[config.mk]
export PLATFORM = sky130hd
export DESIGN_NAME = dwb_top
export DESIGN_NICKNAME = d
export VERILOG_FILES = /design/src/hdl/dwb_pkg.sv /design/src/hdl/dwb_region_cfg.sv /design/src/hdl/dwb_attr_check.sv /design/src/hdl/dwb_write_buffer.sv /design/src/hdl/dwb_bus_master.sv /design/src/hdl/dwb_top.sv
export SDC_FILE = /design/constraint.sdc
export NUM_CORES = 1
export LEC_CHECK = 0
export BUFFER_PORTS_ARGS = -buffer_cell sky130_fd_sc_hd__buf_2
export CORE_ASPECT_RATIO = 1.4
export CORE_MARGIN = 2
export CORE_UTILIZATION = 59
export DETAILED_ROUTE_END_ITERATION = 8
export PLACE_DENSITY = 0.89
export SLEW_MARGIN = 20
export SYNTH_ARGS = -nofsm -noshare
export SYNTH_HDL_FRONTEND = slang
export SYNTH_SLANG_ARGS = --single-unit
[constraint.sdc]
create_clock -name clk -period 11.3 [get_ports clk]
set_clock_uncertainty 0.15 [all_clocks]
set_input_delay 2.26 -clock clk [delete_from_list [all_inputs] [get_ports clk]]
set_output_delay 2.26 -clock clk [all_outputs]
set_load 0.02 [all_outputs]
[src/hdl/dwb_pkg.sv]
`default_nettype none

package dwb_pkg;

  ////////////////////////////////////////////////////////////
  // Bus widths
  ////////////////////////////////////////////////////////////
  localparam int ADDR_W = 32;
  localparam int DATA_W = 32;
  localparam int BE_W   = DATA_W / 8;

  ////////////////////////////////////////////////////////////
  // Region table and configuration port
  ////////////////////////////////////////////////////////////
  localparam int NUM_REGIONS = 2;
  localparam int CFG_ADDR_W  = 3;
  // Stored attribute bits per region
  localparam int ATTR_W      = 2;

  // Word offsets on the configuration port, 6 and 7 unused
  localparam logic [CFG_ADDR_W-1:0] REG_BASE0 = 3'd0;
  localparam logic [CFG_ADDR_W-1:0] REG_MASK0 = 3'd1;
  localparam logic [CFG_ADDR_W-1:0] REG_ATTR0 = 3'd2;
  localparam logic [CFG_ADDR_W-1:0] REG_BASE1 = 3'd3;
  localparam logic [CFG_ADDR_W-1:0] REG_MASK1 = 3'd4;
  localparam logic [CFG_ADDR_W-1:0] REG_ATTR1 = 3'd5;

  // Attribute bits
  localparam int ATTR_EN_BIT  = 0;
  localparam int ATTR_BUF_BIT = 1;

  ////////////////////////////////////////////////////////////
  // Request and buffer types
  ////////////////////////////////////////////////////////////
  // Core request after attribute lookup, 71 bits
  typedef struct packed {
    logic              we;
    logic [ADDR_W-1:0] addr;
    logic [DATA_W-1:0] wdata;
    logic [BE_W-1:0]   be;
    // Bit 0 set means bufferable
    logic [1:0]        memtype;
  } dwb_req_t;

  typedef enum logic {
    WBUF_EMPTY = 1'b0,
    WBUF_FULL  = 1'b1
  } wbuf_state_e;

endpackage

`default_nettype wire

[src/hdl/dwb_region_cfg.sv]
`timescale 1ns/100ps
`default_nettype none

module dwb_region_cfg
  import dwb_pkg::*;
(
  input  wire                                    clk,
  input  wire                                    rst_n,
  // Wishbone classic slave
  input  logic                                   cfg_cyc_i,
  input  logic                                   cfg_stb_i,
  input  logic                                   cfg_we_i,
  input  logic [CFG_ADDR_W-1:0]                  cfg_adr_i,
  input  logic [DATA_W-1:0]                      cfg_dat_i,
  output logic [DATA_W-1:0]                      cfg_dat_o,
  output logic                                   cfg_ack_o,
  // Region table toward the checker
  output logic [NUM_REGIONS-1:0][ADDR_W-1:0]     region_base_o,
  output logic [NUM_REGIONS-1:0][ADDR_W-1:0]     region_mask_o,
  output logic [NUM_REGIONS-1:0][ATTR_W-1:0]     region_attr_o
);

  logic                                  ack_q;
  logic                                  cfg_access;
  logic                                  cfg_wr;
  logic [DATA_W-1:0]                     rd_data;
  logic [NUM_REGIONS-1:0][ADDR_W-1:0]    base_q;
  logic [NUM_REGIONS-1:0][ADDR_W-1:0]    mask_q;
  logic [NUM_REGIONS-1:0][ATTR_W-1:0]    attr_q;

  ////////////////////////////////////////////////////////////
  // Handshake
  ////////////////////////////////////////////////////////////
  // New access seen, not yet acknowledged
  assign cfg_access = cfg_cyc_i && cfg_stb_i && !ack_q;
  assign cfg_wr     = cfg_access && cfg_we_i;

  // Single cycle ack, one cycle after the strobe
  always_ff @(posedge clk or negedge rst_n) begin
    if (!rst_n) begin
      ack_q <= 1'b0;
    end else begin
      ack_q <= cfg_access;
    end
  end

  ////////////////////////////////////////////////////////////
  // Region registers
  ////////////////////////////////////////////////////////////
  // Cleared at reset so that no region is enabled
  always_ff @(posedge clk or negedge rst_n) begin
    if (!rst_n) begin
      base_q <= '0;
      mask_q <= '0;
      attr_q <= '0;
    end else if (cfg_wr) begin
      case (cfg_adr_i)
        REG_BASE0: base_q[0] <= cfg_dat_i;
        REG_MASK0: mask_q[0] <= cfg_dat_i;
        REG_ATTR0: attr_q[0] <= cfg_dat_i[ATTR_W-1:0];
        REG_BASE1: base_q[1] <= cfg_dat_i;
        REG_MASK1: mask_q[1] <= cfg_dat_i;
        REG_ATTR1: attr_q[1] <= cfg_dat_i[ATTR_W-1:0];
        default: ;
      endcase
    end
  end

  // Read mux, unused offsets give zero
  always_comb begin
    rd_data = '0;
    case (cfg_adr_i)
      REG_BASE0: rd_data = base_q[0];
      REG_MASK0: rd_data = mask_q[0];
      REG_ATTR0: rd_data = {{(DATA_W-ATTR_W){1'b0}}, attr_q[0]};
      REG_BASE1: rd_data = base_q[1];
      REG_MASK1: rd_data = mask_q[1];
      REG_ATTR1: rd_data = {{(DATA_W-ATTR_W){1'b0}}, attr_q[1]};
      default:   rd_data = '0;
    endcase
  end

  // Read data valid together with the ack
  always_ff @(posedge clk) begin
    if (cfg_access) begin
      cfg_dat_o <= rd_data;
    end
  end

  assign cfg_ack_o     = ack_q;
  assign region_base_o = base_q;
  assign region_mask_o = mask_q;
  assign region_attr_o = attr_q;

  // Master must see a fresh strobe before the next ack
  a_ack_pulse: assert property (@(posedge clk) disable iff (!rst_n)
    cfg_ack_o |=> !cfg_ack_o);

endmodule

`default_nettype wire

[src/hdl/dwb_attr_check.sv]
`timescale 1ns/100ps
`default_nettype none

module dwb_attr_check
  import dwb_pkg::*;
(
  // Core request fields
  input  logic                                lsu_we_i,
  input  logic [ADDR_W-1:0]                   lsu_addr_i,
  input  logic [DATA_W-1:0]                   lsu_wdata_i,
  input  logic [BE_W-1:0]                     lsu_be_i,
  // Region table
  input  logic [NUM_REGIONS-1:0][ADDR_W-1:0]  region_base_i,
  input  logic [NUM_REGIONS-1:0][ADDR_W-1:0]  region_mask_i,
  input  logic [NUM_REGIONS-1:0][ATTR_W-1:0]  region_attr_i,
  // Request with memtype filled in
  output dwb_req_t                            req_o
);

  logic [NUM_REGIONS-1:0] region_hit;
  logic                   hit_bufferable;

  ////////////////////////////////////////////////////////////
  // Region match
  ////////////////////////////////////////////////////////////
  // Hit when enabled and masked address equals the base
  for (genvar i = 0; i < NUM_REGIONS; i++) begin : g_match
    assign region_hit[i] = region_attr_i[i][ATTR_EN_BIT] &&
                           ((lsu_addr_i & region_mask_i[i]) == region_base_i[i]);
  end

  // Walk from the top so the lowest region wins
  always_comb begin
    hit_bufferable = 1'b0;
    for (int i = NUM_REGIONS - 1; i >= 0; i--) begin
      if (region_hit[i]) begin
        hit_bufferable = region_attr_i[i][ATTR_BUF_BIT];
      end
    end
  end

  ////////////////////////////////////////////////////////////
  // Request assembly
  ////////////////////////////////////////////////////////////
  assign req_o.we    = lsu_we_i;
  assign req_o.addr  = lsu_addr_i;
  assign req_o.wdata = lsu_wdata_i;
  assign req_o.be    = lsu_be_i;
  // Only writes may be buffered, bit 1 is reserved
  assign req_o.memtype = {1'b0, lsu_we_i && hit_bufferable};

endmodule

`default_nettype wire

[src/hdl/dwb_write_buffer.sv]
`timescale 1ns/100ps
`default_nettype none

module dwb_write_buffer
  import dwb_pkg::*;
(
  input  wire      clk,
  input  wire      rst_n,
  // Upstream, from the checker
  input  logic     valid_i,
  input  dwb_req_t trans_i,
  // Downstream, toward the bus master
  input  logic     ready_i,
  output logic     valid_o,
  output dwb_req_t trans_o,
  // Upstream ready
  output logic     ready_o
);

  wbuf_state_e state_q;
  wbuf_state_e state_d;
  dwb_req_t    trans_q;
  logic        push;
  logic        bufferable;
  logic        full;

  assign bufferable = trans_i.memtype[0];
  assign full       = (state_q == WBUF_FULL);

  ////////////////////////////////////////////////////////////
  // State machine
  ////////////////////////////////////////////////////////////
  always_ff @(posedge clk or negedge rst_n) begin
    if (!rst_n) begin
      state_q <= WBUF_EMPTY;
    end else begin
      state_q <= state_d;
    end
  end

  always_comb begin
    state_d = state_q;
    push    = 1'b0;
    case (state_q)
      WBUF_EMPTY: begin
        // Park a bufferable write the bus cannot take now
        if (valid_i && bufferable && !ready_i) begin
          push    = 1'b1;
          state_d = WBUF_FULL;
        end
      end
      WBUF_FULL: begin
        // Stored word leaves when downstream takes it
        if (ready_i) begin
          if (valid_i && bufferable) begin
            // Refill in the same cycle
            push = 1'b1;
          end else begin
            state_d = WBUF_EMPTY;
          end
        end
      end
    endcase
  end

  ////////////////////////////////////////////////////////////
  // Storage
  ////////////////////////////////////////////////////////////
  always_ff @(posedge clk) begin
    if (push) begin
      trans_q <= trans_i;
    end
  end

  ////////////////////////////////////////////////////////////
  // Outputs
  ////////////////////////////////////////////////////////////
  // Stored word goes first, otherwise pass through
  assign valid_o = full || valid_i;
  assign trans_o = full ? trans_q : trans_i;

  // Full: only a bufferable write, and only as the slot frees up
  // Empty: any request the bus takes, or a write we can park
  assign ready_o = full ? (bufferable && ready_i) : (bufferable || ready_i);

  // Stored word held steady toward a stalled bus master
  a_hold_full: assert property (@(posedge clk) disable iff (!rst_n)
    (full && !ready_i) |=> (valid_o && $stable(trans_o)));

endmodule

`default_nettype wire

[src/hdl/dwb_bus_master.sv]
`timescale 1ns/100ps
`default_nettype none

module dwb_bus_master
  import dwb_pkg::*;
(
  input  wire               clk,
  input  wire               rst_n,
  // Request from the write buffer
  input  logic              valid_i,
  input  dwb_req_t          trans_i,
  output logic              ready_o,
  // Wishbone classic master
  output logic              mem_cyc_o,
  output logic              mem_stb_o,
  output logic              mem_we_o,
  output logic [ADDR_W-1:0] mem_adr_o,
  output logic [DATA_W-1:0] mem_dat_o,
  output logic [BE_W-1:0]   mem_sel_o,
  input  logic [DATA_W-1:0] mem_dat_i,
  input  logic              mem_ack_i,
  // In-order response
  output logic              rvalid_o,
  output logic [DATA_W-1:0] rdata_o
);

  logic              cyc_q;
  logic              stb_q;
  logic              we_q;
  logic [ADDR_W-1:0] adr_q;
  logic [DATA_W-1:0] dat_q;
  logic [BE_W-1:0]   sel_q;
  logic              rvalid_q;
  logic [DATA_W-1:0] rdata_q;
  logic              accept;
  logic              done;

  ////////////////////////////////////////////////////////////
  // Handshakes
  ////////////////////////////////////////////////////////////
  // One cycle at a time, new request only when idle
  assign ready_o = !cyc_q;
  assign accept  = valid_i && ready_o;
  assign done    = cyc_q && mem_ack_i;

  ////////////////////////////////////////////////////////////
  // Bus cycle control
  ////////////////////////////////////////////////////////////
  always_ff @(posedge clk or negedge rst_n) begin
    if (!rst_n) begin
      cyc_q    <= 1'b0;
      stb_q    <= 1'b0;
      rvalid_q <= 1'b0;
    end else begin
      // Response pulse in the cycle after ack
      rvalid_q <= done;
      if (accept) begin
        cyc_q <= 1'b1;
        stb_q <= 1'b1;
      end else if (done) begin
        cyc_q <= 1'b0;
        stb_q <= 1'b0;
      end
    end
  end

  // Request fields held for the whole cycle
  always_ff @(posedge clk) begin
    if (accept) begin
      we_q  <= trans_i.we;
      adr_q <= trans_i.addr;
      dat_q <= trans_i.wdata;
      sel_q <= trans_i.be;
    end
  end

  // Read data captured on ack, writes answer with zero
  always_ff @(posedge clk) begin
    if (done) begin
      rdata_q <= we_q ? '0 : mem_dat_i;
    end
  end

  ////////////////////////////////////////////////////////////
  // Outputs
  ////////////////////////////////////////////////////////////
  assign mem_cyc_o = cyc_q;
  assign mem_stb_o = stb_q;
  assign mem_we_o  = we_q;
  assign mem_adr_o = adr_q;
  assign mem_dat_o = dat_q;
  assign mem_sel_o = sel_q;
  assign rvalid_o  = rvalid_q;
  assign rdata_o   = rdata_q;

  a_stb_in_cyc: assert property (@(posedge clk) disable iff (!rst_n)
    mem_stb_o |-> mem_cyc_o);

endmodule

`default_nettype wire

[src/hdl/dwb_top.sv]
`timescale 1ns/100ps
`default_nettype none

module dwb_top
  import dwb_pkg::*;
(
  input  wire                   clk,
  input  wire                   rst_n,
  // Core request
  input  logic                  lsu_valid_i,
  input  logic                  lsu_we_i,
  input  logic [ADDR_W-1:0]     lsu_addr_i,
  input  logic [DATA_W-1:0]     lsu_wdata_i,
  input  logic [BE_W-1:0]       lsu_be_i,
  output logic                  lsu_ready_o,
  // Core response
  output logic                  lsu_rvalid_o,
  output logic [DATA_W-1:0]     lsu_rdata_o,
  // Wishbone master toward memory
  output logic                  mem_cyc_o,
  output logic                  mem_stb_o,
  output logic                  mem_we_o,
  output logic [ADDR_W-1:0]     mem_adr_o,
  output logic [DATA_W-1:0]     mem_dat_o,
  output logic [BE_W-1:0]       mem_sel_o,
  input  logic [DATA_W-1:0]     mem_dat_i,
  input  logic                  mem_ack_i,
  // Wishbone slave for the region table
  input  logic                  cfg_cyc_i,
  input  logic                  cfg_stb_i,
  input  logic                  cfg_we_i,
  input  logic [CFG_ADDR_W-1:0] cfg_adr_i,
  input  logic [DATA_W-1:0]     cfg_dat_i,
  output logic [DATA_W-1:0]     cfg_dat_o,
  output logic                  cfg_ack_o
);

  logic [NUM_REGIONS-1:0][ADDR_W-1:0] region_base;
  logic [NUM_REGIONS-1:0][ADDR_W-1:0] region_mask;
  logic [NUM_REGIONS-1:0][ATTR_W-1:0] region_attr;
  dwb_req_t                           chk_req;
  logic                               wbuf_valid;
  dwb_req_t                           wbuf_trans;
  logic                               bm_ready;

  ////////////////////////////////////////////////////////////
  // Region table and lookup
  ////////////////////////////////////////////////////////////
  dwb_region_cfg u_region_cfg (
    .clk           (clk),
    .rst_n         (rst_n),
    .cfg_cyc_i     (cfg_cyc_i),
    .cfg_stb_i     (cfg_stb_i),
    .cfg_we_i      (cfg_we_i),
    .cfg_adr_i     (cfg_adr_i),
    .cfg_dat_i     (cfg_dat_i),
    .cfg_dat_o     (cfg_dat_o),
    .cfg_ack_o     (cfg_ack_o),
    .region_base_o (region_base),
    .region_mask_o (region_mask),
    .region_attr_o (region_attr)
  );

  dwb_attr_check u_attr_check (
    .lsu_we_i      (lsu_we_i),
    .lsu_addr_i    (lsu_addr_i),
    .lsu_wdata_i   (lsu_wdata_i),
    .lsu_be_i      (lsu_be_i),
    .region_base_i (region_base),
    .region_mask_i (region_mask),
    .region_attr_i (region_attr),
    .req_o         (chk_req)
  );

  ////////////////////////////////////////////////////////////
  // Request path
  ////////////////////////////////////////////////////////////
  // Core valid goes straight to the buffer
  dwb_write_buffer u_write_buffer (
    .clk     (clk),
    .rst_n   (rst_n),
    .valid_i (lsu_valid_i),
    .trans_i (chk_req),
    .ready_i (bm_ready),
    .valid_o (wbuf_valid),
    .trans_o (wbuf_trans),
    .ready_o (lsu_ready_o)
  );

  dwb_bus_master u_bus_master (
    .clk       (clk),
    .rst_n     (rst_n),
    .valid_i   (wbuf_valid),
    .trans_i   (wbuf_trans),
    .ready_o   (bm_ready),
    .mem_cyc_o (mem_cyc_o),
    .mem_stb_o (mem_stb_o),
    .mem_we_o  (mem_we_o),
    .mem_adr_o (mem_adr_o),
    .mem_dat_o (mem_dat_o),
    .mem_sel_o (mem_sel_o),
    .mem_dat_i (mem_dat_i),
    .mem_ack_i (mem_ack_i),
    .rvalid_o  (lsu_rvalid_o),
    .rdata_o   (lsu_rdata_o)
  );

endmodule

`default_nettype wire

==> run summary, run 1 <==
Crit path required time: 8890 ps
worst min path class: flip-flop to flip-flop
r2r setup slk: 7920 ps
Final period util: 59.6%
met2 Use GR: 50.1%
# nets final: 1313
Primary FF master, synth: edfxtp_1
GRT Max-Usage Layer: met2
Hold Crit Start: u_region_cfg.region_mask_o[35]$_DFFE_PN0P_
root buffer cell: clkbuf_16
Synth Cell Area: 0.0141 mm²
VDD IR max: 0.149 mV
post-CTS setup buffers: 0
# hold bufs at CTS: 0
number of global-route vias before repair: 9397
# clock sinks: 338
Final Hold Fails: 0
Buf/Inv on CP: 2
Yosys top cell by area: edfxtp_1
Routed WL per cell: 23.7 µm
Post-Synthesis Cells: 891
CTS tree: done
CP arrival: 4320 ps
top cells by count, synth: edfxtp_1 (202), dfrtp_1 (136), mux2_2 (120), mux2_1 (81), nand2_1 (66)
PnR Total Power: 3.06 mW
DRT antenna net count: 0
layout cells sized above 1: 39.3%
Unique masters post-synth: 40
DP HPWL: 23800 µm
number of flops mapped to enable cells by yosys: 202
port bufs: 280
die area: 0.0251 mm²
Min Hold Slack: 362 ps
initial DRC count: 679
Crit Path Class: input port to output pin
multi-input logic area: 0.00446 mm²
CTS Buf Count: 30
FMAX: 149 MHz
clock latency on the worst-skew pair: 550 ps
Worst Tran Pin Value: 1090 ps
max_slew headroom: 27.1%
met3 Use GR: 4.75%
Core ar.: 0.0234 mm²
Syn-to-layout area delta: 20.0%
final setup violation count: 0
Fill cells: 1480
Top delay family on crit path: simple AND/OR/NAND/NOR gates
GR Util met1: 33.3%
Max-Cap Viols: 0
total grt overflow: 0
Worst path slowest cell: or3b_1
pwr dens: 181 mW/mm²
Die W: 135 µm
Post-CTS Resized: 0
top-count cell post-synth: edfxtp_1
GRT Overall Usage: 28.2%
Syn Nets: 1034
Worst Path Max Fanout: 4
FF+latch count, synth: 338
Slew Viols, Final: 0
Initial Util: 60.2%
Worst R2R Start: u_region_cfg.region_mask_o[41]$_DFFE_PN0P_
CP peak stage delay: 380 ps
RSZ-0062 raised after global routing: no
dpl ws: 4560 ps
Die Ht: 187 µm
hold endpoint: u_region_cfg.region_mask_o[35]$_DFFE_PN0P_
via-per-instance ratio: 5.97
Worst Slack Setup Final: 4570 ps
yosys warns: 0
storage element area: 0.00947 mm²
Rows: 66
Clock transition at path regs: 70 ps
Reg-to-Reg End: u_write_buffer.trans_q[61]$_DFFE_PP_
status: finished clean
R2R cell count: 7
Longest Clk Path Bufs: 3
post-synthesis sequential area ratio: 67.3%
largest net degree at the start of global routing: 83
hold depth: 1
top post-synthesis cells by area: edfxtp_1 (43%), dfrtp_1 (24%), mux2_2 (9.6%)
Fin Setup TNS: 0 ps
leak pwr: 7.02 nW
Final GP Congestion: 0.904
drt pass-1 iters: 5
Final min period: 6730 ps
IO Pins: 281
Mapped Avg Cell Area: 15.8 µm²
Cells after DPL: 1444
fin cells: 1507
drt total wl: 35700 µm
crit start category: input port
DRC viols: 0
H-tree depth: 1
global-route wire length before repair: 54100 µm
Async S/R FF share, synth: 40.2%
via count: 8993
initial antenna violation count: 8
Yosys top cell area share: 43.1%
CP endpoint kind: output pin
Crit path top cell by count: buf_2
worst path cell trace: buf_2 -> nand2_1 -> xor2_1 -> or3b_1 -> nor4_1 -> nand3_1 -> mux2i_1 -> maj3_1 -> buf_2
==> worst register-to-register path, cell delays in order (launching register included) <==
cell,delay [ps]
dfrtp_1,400
nand2_1,80
xor2_1,300
or3b_1,380
nor4_1,240
nand3_1,120
mux2i_1,310
and3_4,990
==> area by class of cell <==
| type | count | area share [%] |
|---|---|---|
| timing repair buffer | 289 | 8.73 |
| multi-input combinational | 508 | 26.4 |
| clock inverter | 17 | 1.41 |
| tap | 306 | 2.27 |
| antenna | 7 | 0.104 |
| sequential | 338 | 56.1 |
| inverter | 3 | 0.0667 |
| clock buffer | 39 | 4.95 |
==> state kept, by name, summed over array words and instances, names as in the netlist, 4 cells and up <==
name and flops:
u_bus_master.rdata_o 32, u_region_cfg.region_base_o 64, u_region_cfg.region_attr_o 4, u_bus_master.mem_adr_o 32, u_region_cfg.region_mask_o 64, u_write_buffer.trans_q 69, u_region_cfg.cfg_dat_o 32, u_bus_master.mem_sel_o 4
u_bus_master.mem_dat_o 32
==> metrics by stage <==
stage               area, µm²  utilization, %
floorplan               14100               -
global placement        15800            67.6
detailed placement      15800            67.6
CTS                     16900            72.2
global route            16900            72.3
finish                  16900            72.3
==> layout by cell type (no fill, tap or decap), types with 25 or more instances in the layout <==
master and n:
a22o_1 30, edfxtp_1 202, xor2_1 56, mux2_1 81, nor2b_1 34, nand4_1 25
nand2_1 66, a221o_1 32, mux2_2 120, dfrtp_1 135, clkbuf_16 31, buf_2 279
==> power by group <==
part / internal (mW) / leakage, nW / switching, mW
Sequential: 1.44 / 3.64 / 0.0905
Combinational: 0.175 / 2.85 / 0.252
Clock: 0.657 / 0.527 / 0.442
==> layer usage <==
layer  part of all wire (%)  wire [µm]
met4                    4.2       1500
met3                    7.0       2490
met1                     36      13000
met5                  0.031         11
met2                     52      18700
==> kinds of logic after synthesis <==
| logic type | count (synthesis) | share of synthesized area (%) |
|---|---|---|
| flip-flops | 338 | 67.3 |
| AO/OA/AOI/OAI | 75 | 4.91 |
| adder cells (fa/ha/maj) | 1 | 0.0711 |
| XOR/XNOR | 63 | 3.92 |
| buffers and inverters | 45 | 1.33 |
| multiplexers | 202 | 16.2 |
| AND/OR/NAND/NOR | 167 | 6.33 |
==> worst max-delay path by stage <==
stage          slack [ps]            from           to  cells past startpoint
2_1_floorplan        5330  lsu_addr_i[12]  lsu_ready_o                      7
3_3_place_gp         4610   lsu_addr_i[9]  lsu_ready_o                      9
3_5_place_dp         4560   lsu_addr_i[9]  lsu_ready_o                      9
4_1_cts              4560   lsu_addr_i[9]  lsu_ready_o                      9
5_1_grt              4420   lsu_addr_i[9]  lsu_ready_o                      9
6_report             4570   lsu_addr_i[9]  lsu_ready_o                      9
(Power assumes the default switching activity.)
==> run 2: changes to the inputs <==
CORE_UTILIZATION = 50   (was 59)
PLACE_DENSITY = 0.8   (was 0.89)
clock period = 5.5 ns   (was 11.3 ns; I/O delays follow)
==> run 2 against run 1 <==
Register-to-register slack got worse by 5600 ps. Sequential power up 110%. Worst setup slack got worse by 3400 ps. Via count fell by 1.9%. Power up 99%. Critical path depth unchanged. Non-clock buffer count up 6. Utilization shrank 11 points. Clock power is 88% higher. Count of clock-buffer cells in the layout down 5. Global-route usage decreased by 5.0 points. Die area grew 18%. Critical path type unchanged.
==> run summary, run 2 (same netlist as run 1, synthesis figures left out) <==
Clock transition at path regs: 70 ps (about the same)
status: finished clean
largest net degree at the start of global routing: 73 (-12%)
layout cells sized above 1: 39.7% (+0.40 points)
DRT antenna net count: 0 (unchanged)
# nets final: 1320 (+0.53%)
final setup violation count: 0 (unchanged)
Post-CTS Resized: 0 (unchanged)
GRT Overall Usage: 23.2% (-5.0 points)
Fill cells: 2106 (+42%)
via-per-instance ratio: 5.60 (-6.2%)
CP arrival: 3070 ps (-1250 ps)
DRC viols: 0 (unchanged)
r2r setup slk: 2350 ps (-5570 ps)
number of global-route vias before repair: 8784 (-6.5%)
CTS tree: done
Fin Setup TNS: 0 ps (unchanged)
H-tree depth: 1 (unchanged)
drt total wl: 34900 µm (-2.4%)
Final period util: 78.6%
Worst Tran Pin Value: 1070 ps (-24.2 ps)
pwr dens: 359 mW/mm² (+98%)
Final min period: 4320 ps
Die Ht: 203 µm (+8.4%)
CP endpoint kind: output pin
port bufs: 280 (unchanged)
# hold bufs at CTS: 0 (unchanged)
leak pwr: 7.01 nW (-0.19%)
Routed WL per cell: 22.1 µm (-6.7%)
Longest Clk Path Bufs: 3 (unchanged)
worst min path class: flip-flop to flip-flop
final core utilization: 61.3% (-11 points)
die area: 0.0295 mm² (+18%)
via count: 8820 (-1.9%)
clock latency on the worst-skew pair: 570 ps (+20 ps)
FMAX: 231 MHz
total grt overflow: 0 (unchanged)
Most flops, register: u_write_buffer.trans_q
crit start category: input port
max_slew headroom: 28.8% (+1.6 points)
VDD IR max: 0.258 mV (+73%)
initial antenna violation count: 4 (-4)
PnR Total Power: 6.09 mW (+99%)
Core ar.: 0.0277 mm² (+18%)
DP HPWL: 24100 µm (+1.3%)
# clock sinks: 338 (unchanged)
RSZ-0062 raised after global routing: no
Worst Path Max Fanout: 4 (unchanged)
drt pass-1 iters: 6 (+1)
Initial Util: 50.9% (-9.3 points)
Rows: 72 (+9.1%)
most frequent cells in the layout: buf_2 (279), edfxtp_1 (202), dfrtp_1 (135)
Crit path required time: 4250 ps (-4640 ps)
max reg flops: 69 (unchanged)
Die W: 146 µm (+8.4%)
Crit Path Class: input port to output pin
commonest non-fill, non-tap cell in the layout: buf_2
post-route cell area: 0.0170 mm² (+0.39%)
global-route wire length before repair: 52400 µm (-3.1%)
Slew Viols, Final: 0 (unchanged)
Syn-to-layout area delta: 20.5%
placed inst area: 0.0159 mm² (+0.94%)
Max-Cap Viols: 0 (unchanged)
IO Pins: 281 (unchanged)
initial DRC count: 549 (-19%)
Final GP Congestion: 0.889 (-1.7%)
CTS Buf Count: 31 (+3.3%)
post-CTS setup buffers: 0 (unchanged)
Final Hold Fails: 0 (unchanged)
root buffer cell: clkbuf_16
run 2: routing by layer:
metal | vias up | GRT usage, % | part of all wire [%]
met5 | - | 0 | 0
met4 | 0 | 8.47 | 3.0
met3 | 63 | 3.42 | 6.2
met2 | 345 | 41.7 | 53
met1 | 4449 | 28.3 | 38
li1 | 3963 | - | -
run 2: path summary, 6_finish.rpt:
check / from / to / cells past startpoint
max in group asynchronous: rst_n / u_write_buffer.full$_DFF_PN0_ / 2
setup reg to reg: u_region_cfg.region_mask_o[8]$_DFFE_PN0P_ / u_write_buffer.trans_q[66]$_DFFE_PP_ / 8
hold / removal: u_region_cfg.region_mask_o[54]$_DFFE_PN0P_ / u_region_cfg.region_mask_o[54]$_DFFE_PN0P_ / 1
setup / recovery: lsu_addr_i[8] / lsu_ready_o / 9
hold reg to reg: u_region_cfg.region_mask_o[54]$_DFFE_PN0P_ / u_region_cfg.region_mask_o[54]$_DFFE_PN0P_ / 1
min in group asynchronous: rst_n / u_region_cfg.region_mask_o[37]$_DFFE_PN0P_ / 1
run 2: metrics by stage:
| step | setup WS [ps] | instances | hold WS (ps) |
|---|---|---|---|
| global placement | 1270 | 1513 | 343 |
| CTS | 1230 | 1571 | 368 |
| floorplan | 814 | 891 | 331 |
| global route | 1060 | 1574 | 382 |
| finish | 1180 | 1576 | 366 |
| detailed placement | 1260 | 1513 | 353 |
run 2: critical path, stage by stage:
cell and delay, ps:
buf_2 130, nand2_1 90, xor2_1 380, nand4_1 140, nor4_1 320, nand3_1 170
mux2i_1 190, maj3_1 380, buf_2 170
run 2: final cells by class:
class	instances	area [µm²]	share of cell area, %
Sequential cell	338	9470	55.9
Multi-Input combinational cell	508	4450	26.3
Timing Repair Buffer	295	1570	9.24
Clock buffer	34	797	4.70
Tap cell	370	463	2.73
Clock inverter	24	184	1.08
Inverter	3	11.3	0.0664
Antenna cell	4	10.0	0.0590
run 2: power by group:
part | internal, mW | switching [mW]
Combinational | 0.364 | 0.512
Clock | 1.14 | 0.927
Sequential | 2.97 | 0.176
